**config.mk**
```make
export PLATFORM = sky130hd
export DESIGN_NAME = wb_top
export DESIGN_NICKNAME = d
export VERILOG_FILES = /design/src/rtl/wb_pkg.sv /design/src/rtl/wb_top.sv /design/src/rtl/int_regfile.sv /design/src/rtl/writeback.sv /design/src/rtl/csr_file.sv
export VERILOG_INCLUDE_DIRS = /design/src /design/src/rtl
export SDC_FILE = /design/constraint.sdc
export NUM_CORES = 2
export LEC_CHECK = 0
export BUFFER_PORTS_ARGS = -buffer_cell sky130_fd_sc_hd__clkbuf_2
export CORE_AREA = 2 2 493 495
export DETAILED_ROUTE_END_ITERATION = 12
export DIE_AREA = 0 0 495 497
export HOLD_SLACK_MARGIN = 0.03
export PLACE_DENSITY = 0.65
export SYNTH_ARGS = -nofsm -noshare
export SYNTH_HDL_FRONTEND = slang
export SYNTH_SLANG_ARGS = --single-unit
```
**constraint.sdc**
```tcl
create_clock -name clk -period 4.8 [get_ports clk]
set_input_delay 0.24 -clock clk [delete_from_list [all_inputs] [get_ports clk]]
set_output_delay 0.24 -clock clk [all_outputs]
set_load 0.005 [all_outputs]
```
**src/rtl/wb_params.svh**
```systemverilog
`ifndef WB_PARAMS_SVH
`define WB_PARAMS_SVH

//////////////////////////////////////////////////////////////////////
// datapath sizes
//////////////////////////////////////////////////////////////////////

`define XLEN  64
`define NREGS 32

//////////////////////////////////////////////////////////////////////
// machine CSR addresses
//////////////////////////////////////////////////////////////////////

`define CSR_MSTATUS 12'h300
`define CSR_MIE     12'h304
`define CSR_MTVEC   12'h305
`define CSR_MEPC    12'h341
`define CSR_MCAUSE  12'h342
`define CSR_MIP     12'h344

`endif
```
**src/rtl/wb_pkg.sv**
```systemverilog
`default_nettype none

`include "wb_params.svh"

package wb_pkg;

    typedef logic              u1;
    typedef logic [1:0]        u2;
    typedef logic [4:0]        u5;
    typedef logic [11:0]       u12;
    typedef logic [`XLEN-1:0]  u64;

    typedef enum logic [1:0] {
        CSRRW,
        CSRRS,
        CSRRC,
        CSR_NONE
    } csr_op_t;

    typedef enum logic [1:0] {
        NORMAL,
        CSR_INSTR,
        EXCEPTION,
        RET
    } csr_ctype_t;

    typedef enum logic [1:0] {
        SEL_ALU,
        SEL_MEM,
        SEL_PC4,
        SEL_IMM
    } wb_sel_t;

    typedef enum logic [1:0] {
        MODE_U = 2'd0,
        MODE_S = 2'd1,
        MODE_M = 2'd3
    } priv_mode_t;

    // pending lines that travel with the instruction
    typedef struct packed {
        u1 trint;
        u1 swint;
        u1 exint;
    } int_type_t;

    typedef struct packed {
        u1          valid;
        csr_ctype_t ctype;
        csr_op_t    op;
        u1          imm;   // zimm form
        u5          zimm;
        u12         csra;
        u64         rs1rd;
        u64         code;  // exception cause
    } csr_control_t;

    typedef struct packed {
        wb_sel_t wb_select;
        u1       reg_write;
    } control_t;

    typedef struct packed {
        logic [50:0] pad_hi;   // 63:13
        priv_mode_t  mpp;      // 12:11
        logic [2:0]  pad_mid;  // 10:8
        u1           mpie;     // 7
        logic [2:0]  pad_lo;   // 6:4
        u1           mie;      // 3
        logic [2:0]  pad_low;  // 2:0
    } mstatus_t;

    typedef struct packed {
        mstatus_t mstatus;
        u64       mie;
        u64       mip;
        u64       mtvec;
        u64       mepc;
        u64       mcause;
    } csr_regs_t;

    typedef struct packed {
        u1            valid;
        u64           pc;
        u64           alu_out;
        u64           rd;      // load data
        u64           sextimm;
        u5            dst;
        control_t     ctl;
        csr_control_t csr_ctl;
        int_type_t    int_type;
    } memory_data_t;

    typedef struct packed {
        u1        valid;
        u64       pc;
        u64       alu_out;
        u64       sextimm;
        control_t ctl;
        u5        wa;
        u64       wd;
    } writeback_data_t;

endpackage

`default_nettype wire

```
**src/rtl/wb_top.sv**
```systemverilog
`timescale 1ns/1ps
`default_nettype none

module wb_top (
    input  wire wb_pkg::u1            clk,
    input  wire wb_pkg::u1            reset,
    input  wire wb_pkg::memory_data_t data_m,
    input  wire wb_pkg::u1            inter_valid,
    input  wire wb_pkg::u5            dbg_ra,
    output wb_pkg::u64                dbg_rd,
    output wb_pkg::writeback_data_t   data_w,
    output wb_pkg::u64                mepc,
    output wb_pkg::u64                mtvec,
    output wb_pkg::u1                 is_mret,
    output wb_pkg::u1                 is_intexc,
    output wb_pkg::csr_regs_t         regs_out,
    output wb_pkg::priv_mode_t        mode_out
);

    //////////////////////////////////////////////////////////////////////
    // last pipeline stage and architectural registers
    //////////////////////////////////////////////////////////////////////

    writeback u_writeback (
        .clk         (clk),
        .reset       (reset),
        .data_m      (data_m),
        .inter_valid (inter_valid),
        .data_w      (data_w),
        .mepc        (mepc),
        .mtvec       (mtvec),
        .is_mret     (is_mret),
        .is_intexc   (is_intexc),
        .regs_out    (regs_out),
        .mode_out    (mode_out)
    );

    int_regfile u_int_regfile (
        .clk    (clk),
        .reset  (reset),
        .data_w (data_w),
        .dbg_ra (dbg_ra),
        .dbg_rd (dbg_rd)
    );

endmodule

`default_nettype wire

```
**src/rtl/int_regfile.sv**
```systemverilog
`timescale 1ns/1ps
`default_nettype none

`include "wb_params.svh"

module int_regfile (
    input  wire wb_pkg::u1               clk,
    input  wire wb_pkg::u1               reset,
    input  wire wb_pkg::writeback_data_t data_w,
    input  wire wb_pkg::u5               dbg_ra,
    output wb_pkg::u64                   dbg_rd
);

    wb_pkg::u64 regs [`NREGS];
    wb_pkg::u1  we;

    // x0 is never written, so it stays at its reset value
    assign we = data_w.valid & data_w.ctl.reg_write & (data_w.wa != 5'd0);

    always_ff @(posedge clk) begin
        if (reset) begin
            for (int i = 0; i < `NREGS; i++) begin
                regs[i] <= '0;
            end
        end else if (we) begin
            regs[data_w.wa] <= data_w.wd;
        end
    end

    assign dbg_rd = regs[dbg_ra];   // debug read, no latency

endmodule

`default_nettype wire

```
**src/rtl/writeback.sv**
```systemverilog
`timescale 1ns/1ps
`default_nettype none

`include "wb_params.svh"

module writeback (
    input  wire wb_pkg::u1            clk,
    input  wire wb_pkg::u1            reset,
    input  wire wb_pkg::memory_data_t data_m,
    input  wire wb_pkg::u1            inter_valid,
    output wb_pkg::writeback_data_t   data_w,
    output wb_pkg::u64                mepc,
    output wb_pkg::u64                mtvec,
    output wb_pkg::u1                 is_mret,
    output wb_pkg::u1                 is_intexc,
    output wb_pkg::csr_regs_t         regs_out,
    output wb_pkg::priv_mode_t        mode_out
);

    wb_pkg::u64         csr_rd;
    wb_pkg::u64         csr_wd;
    wb_pkg::u64         csr_src;
    wb_pkg::priv_mode_t mode_q;
    wb_pkg::priv_mode_t mode_nxt;
    wb_pkg::u1          interrupt;
    wb_pkg::u1          delayed_interrupt;
    wb_pkg::u1          exc;
    wb_pkg::u1          ret;

    assign exc = data_m.csr_ctl.valid & (data_m.csr_ctl.ctype == wb_pkg::EXCEPTION);
    assign ret = data_m.csr_ctl.valid & (data_m.csr_ctl.ctype == wb_pkg::RET);

    //////////////////////////////////////////////////////////////////////
    // register write data
    //////////////////////////////////////////////////////////////////////

    assign data_w.valid   = data_m.valid;
    assign data_w.pc      = data_m.pc;
    assign data_w.alu_out = data_m.alu_out;
    assign data_w.sextimm = data_m.sextimm;
    assign data_w.ctl     = data_m.ctl;
    assign data_w.wa      = data_m.dst;

    always_comb begin
        if (data_m.csr_ctl.ctype == wb_pkg::CSR_INSTR ||
            data_m.csr_ctl.ctype == wb_pkg::EXCEPTION) begin
            data_w.wd = csr_rd;   // old csr value
        end else begin
            unique case (data_m.ctl.wb_select)
                wb_pkg::SEL_ALU: data_w.wd = data_m.alu_out;
                wb_pkg::SEL_MEM: data_w.wd = data_m.rd;
                wb_pkg::SEL_PC4: data_w.wd = data_m.pc + 64'd4;
                default:         data_w.wd = data_m.sextimm;
            endcase
        end
    end

    // csr read-modify-write
    assign csr_src = data_m.csr_ctl.imm ? {{(`XLEN-5){1'b0}}, data_m.csr_ctl.zimm}
                                        : data_m.csr_ctl.rs1rd;

    always_comb begin
        unique case (data_m.csr_ctl.op)
            wb_pkg::CSRRW: csr_wd = csr_src;
            wb_pkg::CSRRS: csr_wd = csr_rd | csr_src;
            wb_pkg::CSRRC: csr_wd = csr_rd & ~csr_src;
            default:       csr_wd = csr_rd;
        endcase
    end

    //////////////////////////////////////////////////////////////////////
    // privilege mode
    //////////////////////////////////////////////////////////////////////

    assign is_intexc = exc | (interrupt & inter_valid) | delayed_interrupt;
    assign is_mret   = ret & ~is_intexc;   // a trap wins over mret

    always_comb begin
        if (is_intexc) begin
            mode_nxt = wb_pkg::MODE_M;
        end else if (is_mret) begin
            mode_nxt = regs_out.mstatus.mpp;
        end else begin
            mode_nxt = mode_q;
        end
    end

    always_ff @(posedge clk) begin
        if (reset) begin
            mode_q <= wb_pkg::MODE_M;
        end else begin
            mode_q <= mode_nxt;
        end
    end

    assign mode_out = mode_q;

    csr_file u_csr_file (
        .clk               (clk),
        .reset             (reset),
        .addr              (data_m.csr_ctl.csra),
        .wd                (csr_wd),
        .valid             (data_m.csr_ctl.valid),
        .ctype             (data_m.csr_ctl.ctype),
        .pc                (data_m.pc),
        .code              (data_m.csr_ctl.code),
        .mode              (mode_q),
        .int_type          (data_m.int_type),
        .inter_valid       (inter_valid),
        .rd                (csr_rd),
        .mepc              (mepc),
        .mtvec             (mtvec),
        .regs_out          (regs_out),
        .interrupt         (interrupt),
        .delayed_interrupt (delayed_interrupt)
    );

endmodule

`default_nettype wire

```
**src/rtl/csr_file.sv**
```systemverilog
`timescale 1ns/1ps
`default_nettype none

`include "wb_params.svh"

module csr_file (
    input  wire wb_pkg::u1          clk,
    input  wire wb_pkg::u1          reset,
    input  wire wb_pkg::u12         addr,
    input  wire wb_pkg::u64         wd,
    input  wire wb_pkg::u1          valid,
    input  wire wb_pkg::csr_ctype_t ctype,
    input  wire wb_pkg::u64         pc,
    input  wire wb_pkg::u64         code,
    input  wire wb_pkg::priv_mode_t mode,
    input  wire wb_pkg::int_type_t  int_type,
    input  wire wb_pkg::u1          inter_valid,
    output wb_pkg::u64              rd,
    output wb_pkg::u64              mepc,
    output wb_pkg::u64              mtvec,
    output wb_pkg::csr_regs_t       regs_out,
    output wb_pkg::u1               interrupt,
    output wb_pkg::u1               delayed_interrupt
);

    localparam int MSI_BIT = 3;
    localparam int MTI_BIT = 7;
    localparam int MEI_BIT = 11;

    wb_pkg::csr_regs_t regs;
    wb_pkg::mstatus_t  mstatus_wr;
    wb_pkg::int_type_t int_en;
    wb_pkg::u64        mip_mirror;
    wb_pkg::u64        trap_cause;
    wb_pkg::u1         exc_take;
    wb_pkg::u1         int_take;
    wb_pkg::u1         ret_take;
    wb_pkg::u1         csr_write;
    logic [3:0]        int_cause;
    logic [3:0]        held_cause;
    logic [3:0]        cause_sel;

    //////////////////////////////////////////////////////////////////////
    // interrupt recognition
    //////////////////////////////////////////////////////////////////////

    assign int_en.trint = int_type.trint & regs.mie[MTI_BIT];
    assign int_en.swint = int_type.swint & regs.mie[MSI_BIT];
    assign int_en.exint = int_type.exint & regs.mie[MEI_BIT];
    assign interrupt    = regs.mstatus.mie & (|int_en);

    always_comb begin
        if (int_en.trint) begin
            int_cause = 4'd7;   // timer first
        end else if (int_en.swint) begin
            int_cause = 4'd3;
        end else begin
            int_cause = 4'd11;
        end
    end

    // a held interrupt keeps the cause seen when it was raised
    assign cause_sel = delayed_interrupt ? held_cause : int_cause;

    assign exc_take  = valid & (ctype == wb_pkg::EXCEPTION);
    assign int_take  = (interrupt & inter_valid) | delayed_interrupt;
    assign ret_take  = valid & (ctype == wb_pkg::RET);
    assign csr_write = valid & (ctype == wb_pkg::CSR_INSTR);

    assign trap_cause = exc_take ? code : {1'b1, {(`XLEN-5){1'b0}}, cause_sel};

    always_comb begin
        mip_mirror          = '0;
        mip_mirror[MTI_BIT] = int_type.trint;
        mip_mirror[MSI_BIT] = int_type.swint;
        mip_mirror[MEI_BIT] = int_type.exint;
    end

    //////////////////////////////////////////////////////////////////////
    // read and write decode
    //////////////////////////////////////////////////////////////////////

    always_comb begin
        unique case (addr)
            `CSR_MSTATUS: rd = regs.mstatus;
            `CSR_MIE:     rd = regs.mie;
            `CSR_MIP:     rd = regs.mip;
            `CSR_MTVEC:   rd = regs.mtvec;
            `CSR_MEPC:    rd = regs.mepc;
            `CSR_MCAUSE:  rd = regs.mcause;
            default:      rd = '0;
        endcase
    end

    always_comb begin
        mstatus_wr      = '0;   // unimplemented fields stay zero
        mstatus_wr.mie  = wd[3];
        mstatus_wr.mpie = wd[7];
        mstatus_wr.mpp  = wb_pkg::priv_mode_t'(wd[12:11]);
    end

    always_ff @(posedge clk) begin
        if (reset) begin
            regs              <= '0;
            delayed_interrupt <= 1'b0;
        end else begin
            if (valid) begin
                regs.mip <= mip_mirror;
            end
            if (exc_take || int_take) begin
                regs.mepc         <= pc;
                regs.mcause       <= trap_cause;
                regs.mstatus.mpie <= regs.mstatus.mie;
                regs.mstatus.mie  <= 1'b0;
                regs.mstatus.mpp  <= mode;
            end else if (ret_take) begin
                regs.mstatus.mie  <= regs.mstatus.mpie;
                regs.mstatus.mpie <= 1'b1;
            end else if (csr_write) begin
                unique case (addr)
                    `CSR_MSTATUS: regs.mstatus <= mstatus_wr;
                    `CSR_MIE:     regs.mie     <= wd;
                    `CSR_MTVEC:   regs.mtvec   <= wd;
                    `CSR_MEPC:    regs.mepc    <= wd;
                    `CSR_MCAUSE:  regs.mcause  <= wd;
                    default: begin
                    end                       // mip is a mirror, not writable
                endcase
            end
            // hold for one cycle when the pipeline can't take it now
            delayed_interrupt <= interrupt & ~inter_valid & ~delayed_interrupt & ~exc_take;
        end
    end

    always_ff @(posedge clk) begin
        if (interrupt && !inter_valid) begin
            held_cause <= int_cause;
        end
    end

    assign regs_out = regs;
    assign mepc     = regs.mepc;
    assign mtvec    = regs.mtvec;

endmodule

`default_nettype wire

```
# Word-level counts from Yosys, hierarchy flattened
# Memory sizes are Yosys's and may differ from the RTL's.
# Cells that the tools add are included.
[op_classes]
mux = 30
n_bitwise = 26
addsub = 1
reduce_logical = 26
n_eq_ne = 14
[ops]
columns = ["op", "n"]
rows = [
  ["$mux 64", 7],
  ["$mux 128", 3],
  ["$pmux 64 s3", 2],
  ["$pmux 64 s6", 1],
  ["$mux 77", 1],
  ["$eq 12x10->1 const B", 6],
  ["$add 64x3->64 const B", 1],
  ["$and 64x64->64", 1],
  ["$not 64->64", 1],
  ["$or 64x64->64", 1],
  ["$reduce_or 64->1", 1],
  ["$and 1x1->1", 14],
  ["$mux 13", 1],
  ["$mux 4", 3],
  ["$reduce_bool 2->1", 6],
  ["$mux 5", 2],
  ["$mux 1", 9],
  ["$reduce_and 3->1", 3],
  ["$eq 2x2->1 const B", 4],
  ["$reduce_and 4->1", 2],
  ["$eq 2x1->1 const B", 3],
  ["$not 1->1", 6],
  ["$reduce_bool 3->1", 2],
  ["$reduce_bool 5->1", 1],
  ["10 further kinds", 16],
]
[totals]
regBits = 270
ram_bits = 2048
in_bits = 427
elab_cells = 109
memories = 1
[memory_table]
columns = ["memory", "words", "word_bits", "read_ports", "rd_ports_with_merged_regs", "wr", "line", "rtl"]
rows = [
  ["u_int_regfile.regs", 32, 64, 1, 0, 32, "int_regfile.sv:14", "wb_pkg::u64 regs [`NREGS];"],
]

# Depth between registers and ports, before layout
[logic_depth]
depth_word = 8
depth_mapped = 12
mapped_depth_nobuf = 8

# Cells and area by module
# From an unflattened synthesis, not the netlist that was laid out.
[unflattened]
hier_cells = 8438
area_unflattened_um2 = 114168.2
[by_module_without_submodules]
columns = ["module", "cells_per_inst", "area_each_um2", "instances", "seq_area_each_um2"]
rows = [
  ["int_regfile", 5539, 91998.2, 1, 61499.0],
  ["csr_file", 1831, 15332.2, 1, 5345.1],
  ["writeback", 1068, 6837.8, 1, 40.0],
]

# Worst setup path before layout
# No wires, ideal clock.
[synth_path]
path_kind = "input-to-reg"
from = "in reset"
to = "mem u_int_regfile.regs[23][0] (netlist bit) (enable)"
setup_slack_ps = 1084
n_path_buf = 4
t_arrival_ps = 3028
t_required_ps = 4112
stages = 10
path_cell_list = "clkbuf_1 -> clkinv_1 -> nand3_1 -> inv_1 -> and3_1 -> clkbuf_1 -> nand3_1 -> clkbuf_1 -> clkbuf_1 -> nand2_1"
[synth_lines]
columns = ["element", "line", "rtl"]
rows = [
  ["from (decl)", "wb_top.sv:6", "input wire wb_pkg::u1 reset,"],
  ["to (decl)", "int_regfile.sv:14", ""],
]

==> summary.md <==
| Metric | Value |
|---|---|
| Core Region | `240000 µm²` |
| Crit end category | `output pin` |
| Synthesized area | `110000 µm²` |
| Final WL | `562000 µm` |
| FMAX | `0.218 GHz` |
| Final setup vio count | `0` |
| Initial antenna violation count | `58` |
| Met3 routed WL | `85400 µm` |
| Post-synth top cells | `nor2_1, edfxtp_1, mux4_2, clkbuf_1, buf_4` |
| Crit path cell chain | `dlygate4sd3_1 -> clkbuf_2 -> and4_1 -> nand3_1 -> nor4_1 -> mux2_2 -> nor2_2 -> buf_4 -> inv_1 -> clkbuf_2` |
| First-pass GRT wire length | `733000 µm` |
| P_leak | `45.6 nW` |
| Synth top area cells | `edfxtp_1, mux4_2, nor2_1` |
| Routed wire per std cell | `44.0 µm` |
| Most common cell on crit path | `clkbuf_2` |
| Register share of total power | `0.492` |
| Switching Fraction | `0.268` |
| Pin count of the biggest net entering global routing | `83` |
| Max-cap violation count | `0` |
| CTS Buffer Depth | `3` |
| Top Metal Used | `met5` |
| Postcts setup bufs | `0` |
| Setup_tns | `0 ns` |
| Sequential cell area fraction in the yosys report | `0.606` |
| Initial core utilization | `0.460` |
| Critical path buffers and inverters | `5` |
| Crit path time final | `4.60 ns` |
| Total GRT Usage | `0.448` |
| Relative slew slack | `0.110` |
| Fin. Hold Viols | `0` |
| Critical Path RT | `4.56 ns` |
| TritonCTS clock tree | `yes` |
| Register bit total from synthesis | `2316` |
| Post-Syn Area per Cell | `13.0 µm²` |
| Min-Delay Path Class | `input pin to flop` |
| Synth area leader | `edfxtp_1` |
| Rows | `180` |
| Nets | `9802` |
| Detailed-route via count | `84.3k` |
| P_sw | `0.0127 W` |
| Worst setup SP type | `input pin` |
| Register clock-pin slew on the reported worst setup and hold paths | `0.06 ns` |
| Post-DP Area | `118000 µm²` |
| CP delay by family, top | `simple AND/OR/NAND/NOR gates` |
| Async set-reset flop share out of synthesis | `0` |
| Die span in y | `497 µm` |
| # port buffers | `1150` |
| Largest stage delay on the critical path | `0.63 ns` |
| Slew Viols, Final | `0` |
| Status | `complete, no violations` |
| Clock share of power | `0.376` |
| DIE AREA | `246000 µm²` |
| Clk_skew | `0.0565 ns` |
| Vias in the first global route | `77.6k` |
| Die Width | `495 µm` |
| RePlAce Congestion | `1.11` |
| CP max-delay cell | `and4_1` |
| Type of the worst setup path | `input pin to output pin` |
| Int Power | `0.0346 W` |
| Max VDD drop | `0.000349 V` |
| Total CTS buffers | `227` |
| Synth Instances | `8517` |
| DRT iter0 DRCs | `15.2k` |
| RSZ-0062 raised after global routing | `no` |
| Slew @ Worst Pin | `1.33 ns` |
| Gate power share | `0.133` |
| H-Tree Depth | `4` |
| M1 WL | `195000 µm` |
| TritonCTS Sinks | `2316` |
| Layout cells sized above 1 | `0.295` |
| Ys flop type | `edfxtp_1` |
| Max FO, Critical Path | `32` |
| Most numerous cell in the Yosys netlist | `nor2_1` |
| Post-route cell area | `128000 µm²` |
| Top-level I/O count | `1272` |
| Clk Latency, worst-skew pair | `0.92 ns` |
| Routed vias/inst | `6.60` |
| Tcrit/Tclk final | `0.958` |
| Routed Antenna Nets | `0` |
| EDFF count, synth | `2050` |
| Cell Pwr Density | `369 nW/µm²` |
| Area delta synth->final | `16.1%` |
| DR pass1 iterations | `6` |
| Detail Placement HPWL | `399000 µm` |
| Met2 Routed Length | `239000 µm` |
| Yosys top cell area share | `0.558` |
| Clock root cell | `clkbuf_16` |
| Data arrival, critical path | `4.36 ns` |
| Synth Warn # | `0` |
| Remaining DRCs | `0` |
| Post-synthesis cell type count | `95` |
| Total congestion overflow | `0` |
==> power groups by stage <==
stage | combinational, W | sequential [W] | clock (W)
finish | 0.00628 | 0.0232 | 0.0178
global route | 0.00634 | 0.0233 | 0.0184
CTS | 0.00608 | 0.0232 | 0.0177
detailed placement | 0.00589 | 0.0236 | 0
global placement | 0.00586 | 0.0236 | 0
floorplan | 0.00314 | 0.0235 | 0
==> metrics by stage <==
stage	setup WS (ns)	hold WS (ns)	util	total power, W	std cells
final	0.203	0.100	0.533	0.0473	12800
after global routing	0.200	0.0617	0.533	0.0481	12800
after CTS	0.0251	0.0355	0.533	0.0470	12700
after detailed placement	0.431	0.471	0.492	0.0295	12100
after global placement	0.527	0.473	0.492	0.0294	12100
after floorplan	1.08	0.365	-	0.0266	8701
==> state kept, by name (all words and copies together), names as in the netlist <==
name / cells
u_writeback.u_csr_file.regs_out: 135
u_int_regfile.regs: 2048
u_writeback.u_csr_file.delayed_interrupt: 1
u_writeback.u_csr_file.held_cause: 2
u_writeback.mode_out: 2
u_writeback.u_csr_file.mtvec: 64
u_writeback.u_csr_file.mepc: 64
==> cells by family after synthesis <==
family / Yosys count / synth area share
flip-flops: 2316 / 0.606
multiplexers: 809 / 0.148
other: 1 / 0.0000340
adder cells (fa/ha/maj): 4 / 0.000454
AND/OR/NAND/NOR: 2931 / 0.114
buffers and inverters: 1385 / 0.0655
AO/OA/AOI/OAI: 1044 / 0.0637
XOR/XNOR: 27 / 0.00214
==> worst min-delay path: cells and delay by family <==
kind            cells  cell delay (ns)
compound gates      1             0.12
simple gates        1             0.32
buf+inv             1             0.25
==> layer usage <==
layer	GRT usage	vias up
li1	-	32500
met1	0.577	43100
met2	0.642	7391
met3	0.174	1226
met4	0.266	51
met5	0	-
==> timing repair <==
item                                   4_1_cts  5_1_grt
hold buffers                               254        0
resized for setup                            0        1
endpoints found under the hold margin      257        0
setup endpoints to repair                    0        1
==> worst paths after layout <==
check | start | end | slack, ns | cells past startpoint
setup reg to reg | u_writeback.u_csr_file.regs_out[267]$_SDFFE_PP0P_ | u_writeback.u_csr_file.regs_out[50]$_SDFFE_PP0P_ | 0.84 | 10
setup / recovery | data_m[358] | data_w[33] | 0.20 | 10
hold reg to reg | u_writeback.mode_out[0]$_SDFFE_PP1P_ | u_writeback.u_csr_file.regs_out[331]$_SDFFE_PP0P_ | 0.50 | 2
hold / removal | data_m[402] | u_writeback.u_csr_file.mepc[48]$_SDFFE_PP0P_ | 0.10 | 3
==> layout make-up <==
cell class                 instances  area, µm²
tap                             3185       3990
timing repair buffer            1740      11500
clock inverter                   140       1270
multi-input combinational       5000      38100
antenna                           25       62.6
inverter                          86        329
clock buffer                     280       5950
sequential                      2316      66900
fill                           20300     112000
==> placed cells by master, fill, tap and decap left out, types with 26 or more instances in the layout <==
master         netlist  final
dfxtp_1            266    266
nor3_1              98     94
mux2_2              96     96
nand4_1             30     30
nand2_1            296    243
conb_1               1    185
buf_12               0     48
clkinv_2             0     42
nand3b_1            70     70
mux2i_1             63     61
o221ai_1            26     26
dlygate4sd3_1        0    254
inv_1               75     75
nor2_2              58     63
a21oi_1            325    316
clkbuf_1           584     49
o21ai_0            130    130
o22ai_1             26     26
clkbuf_2             1   1138
a211oi_1           166    165
nand3_1             71     60
nand2_4              0     51
a221oi_1            38     36
buf_4              455    293
edfxtp_1          2050   2050
clkinv_1             3     49
nor2_1            2062   2055
nand2b_1            68     67
nor4_1              29     27
clkbuf_16            0    230
mux4_2             650    650
a21o_1              56     56
No activity file was read; power rests on OpenSTA's default activity.
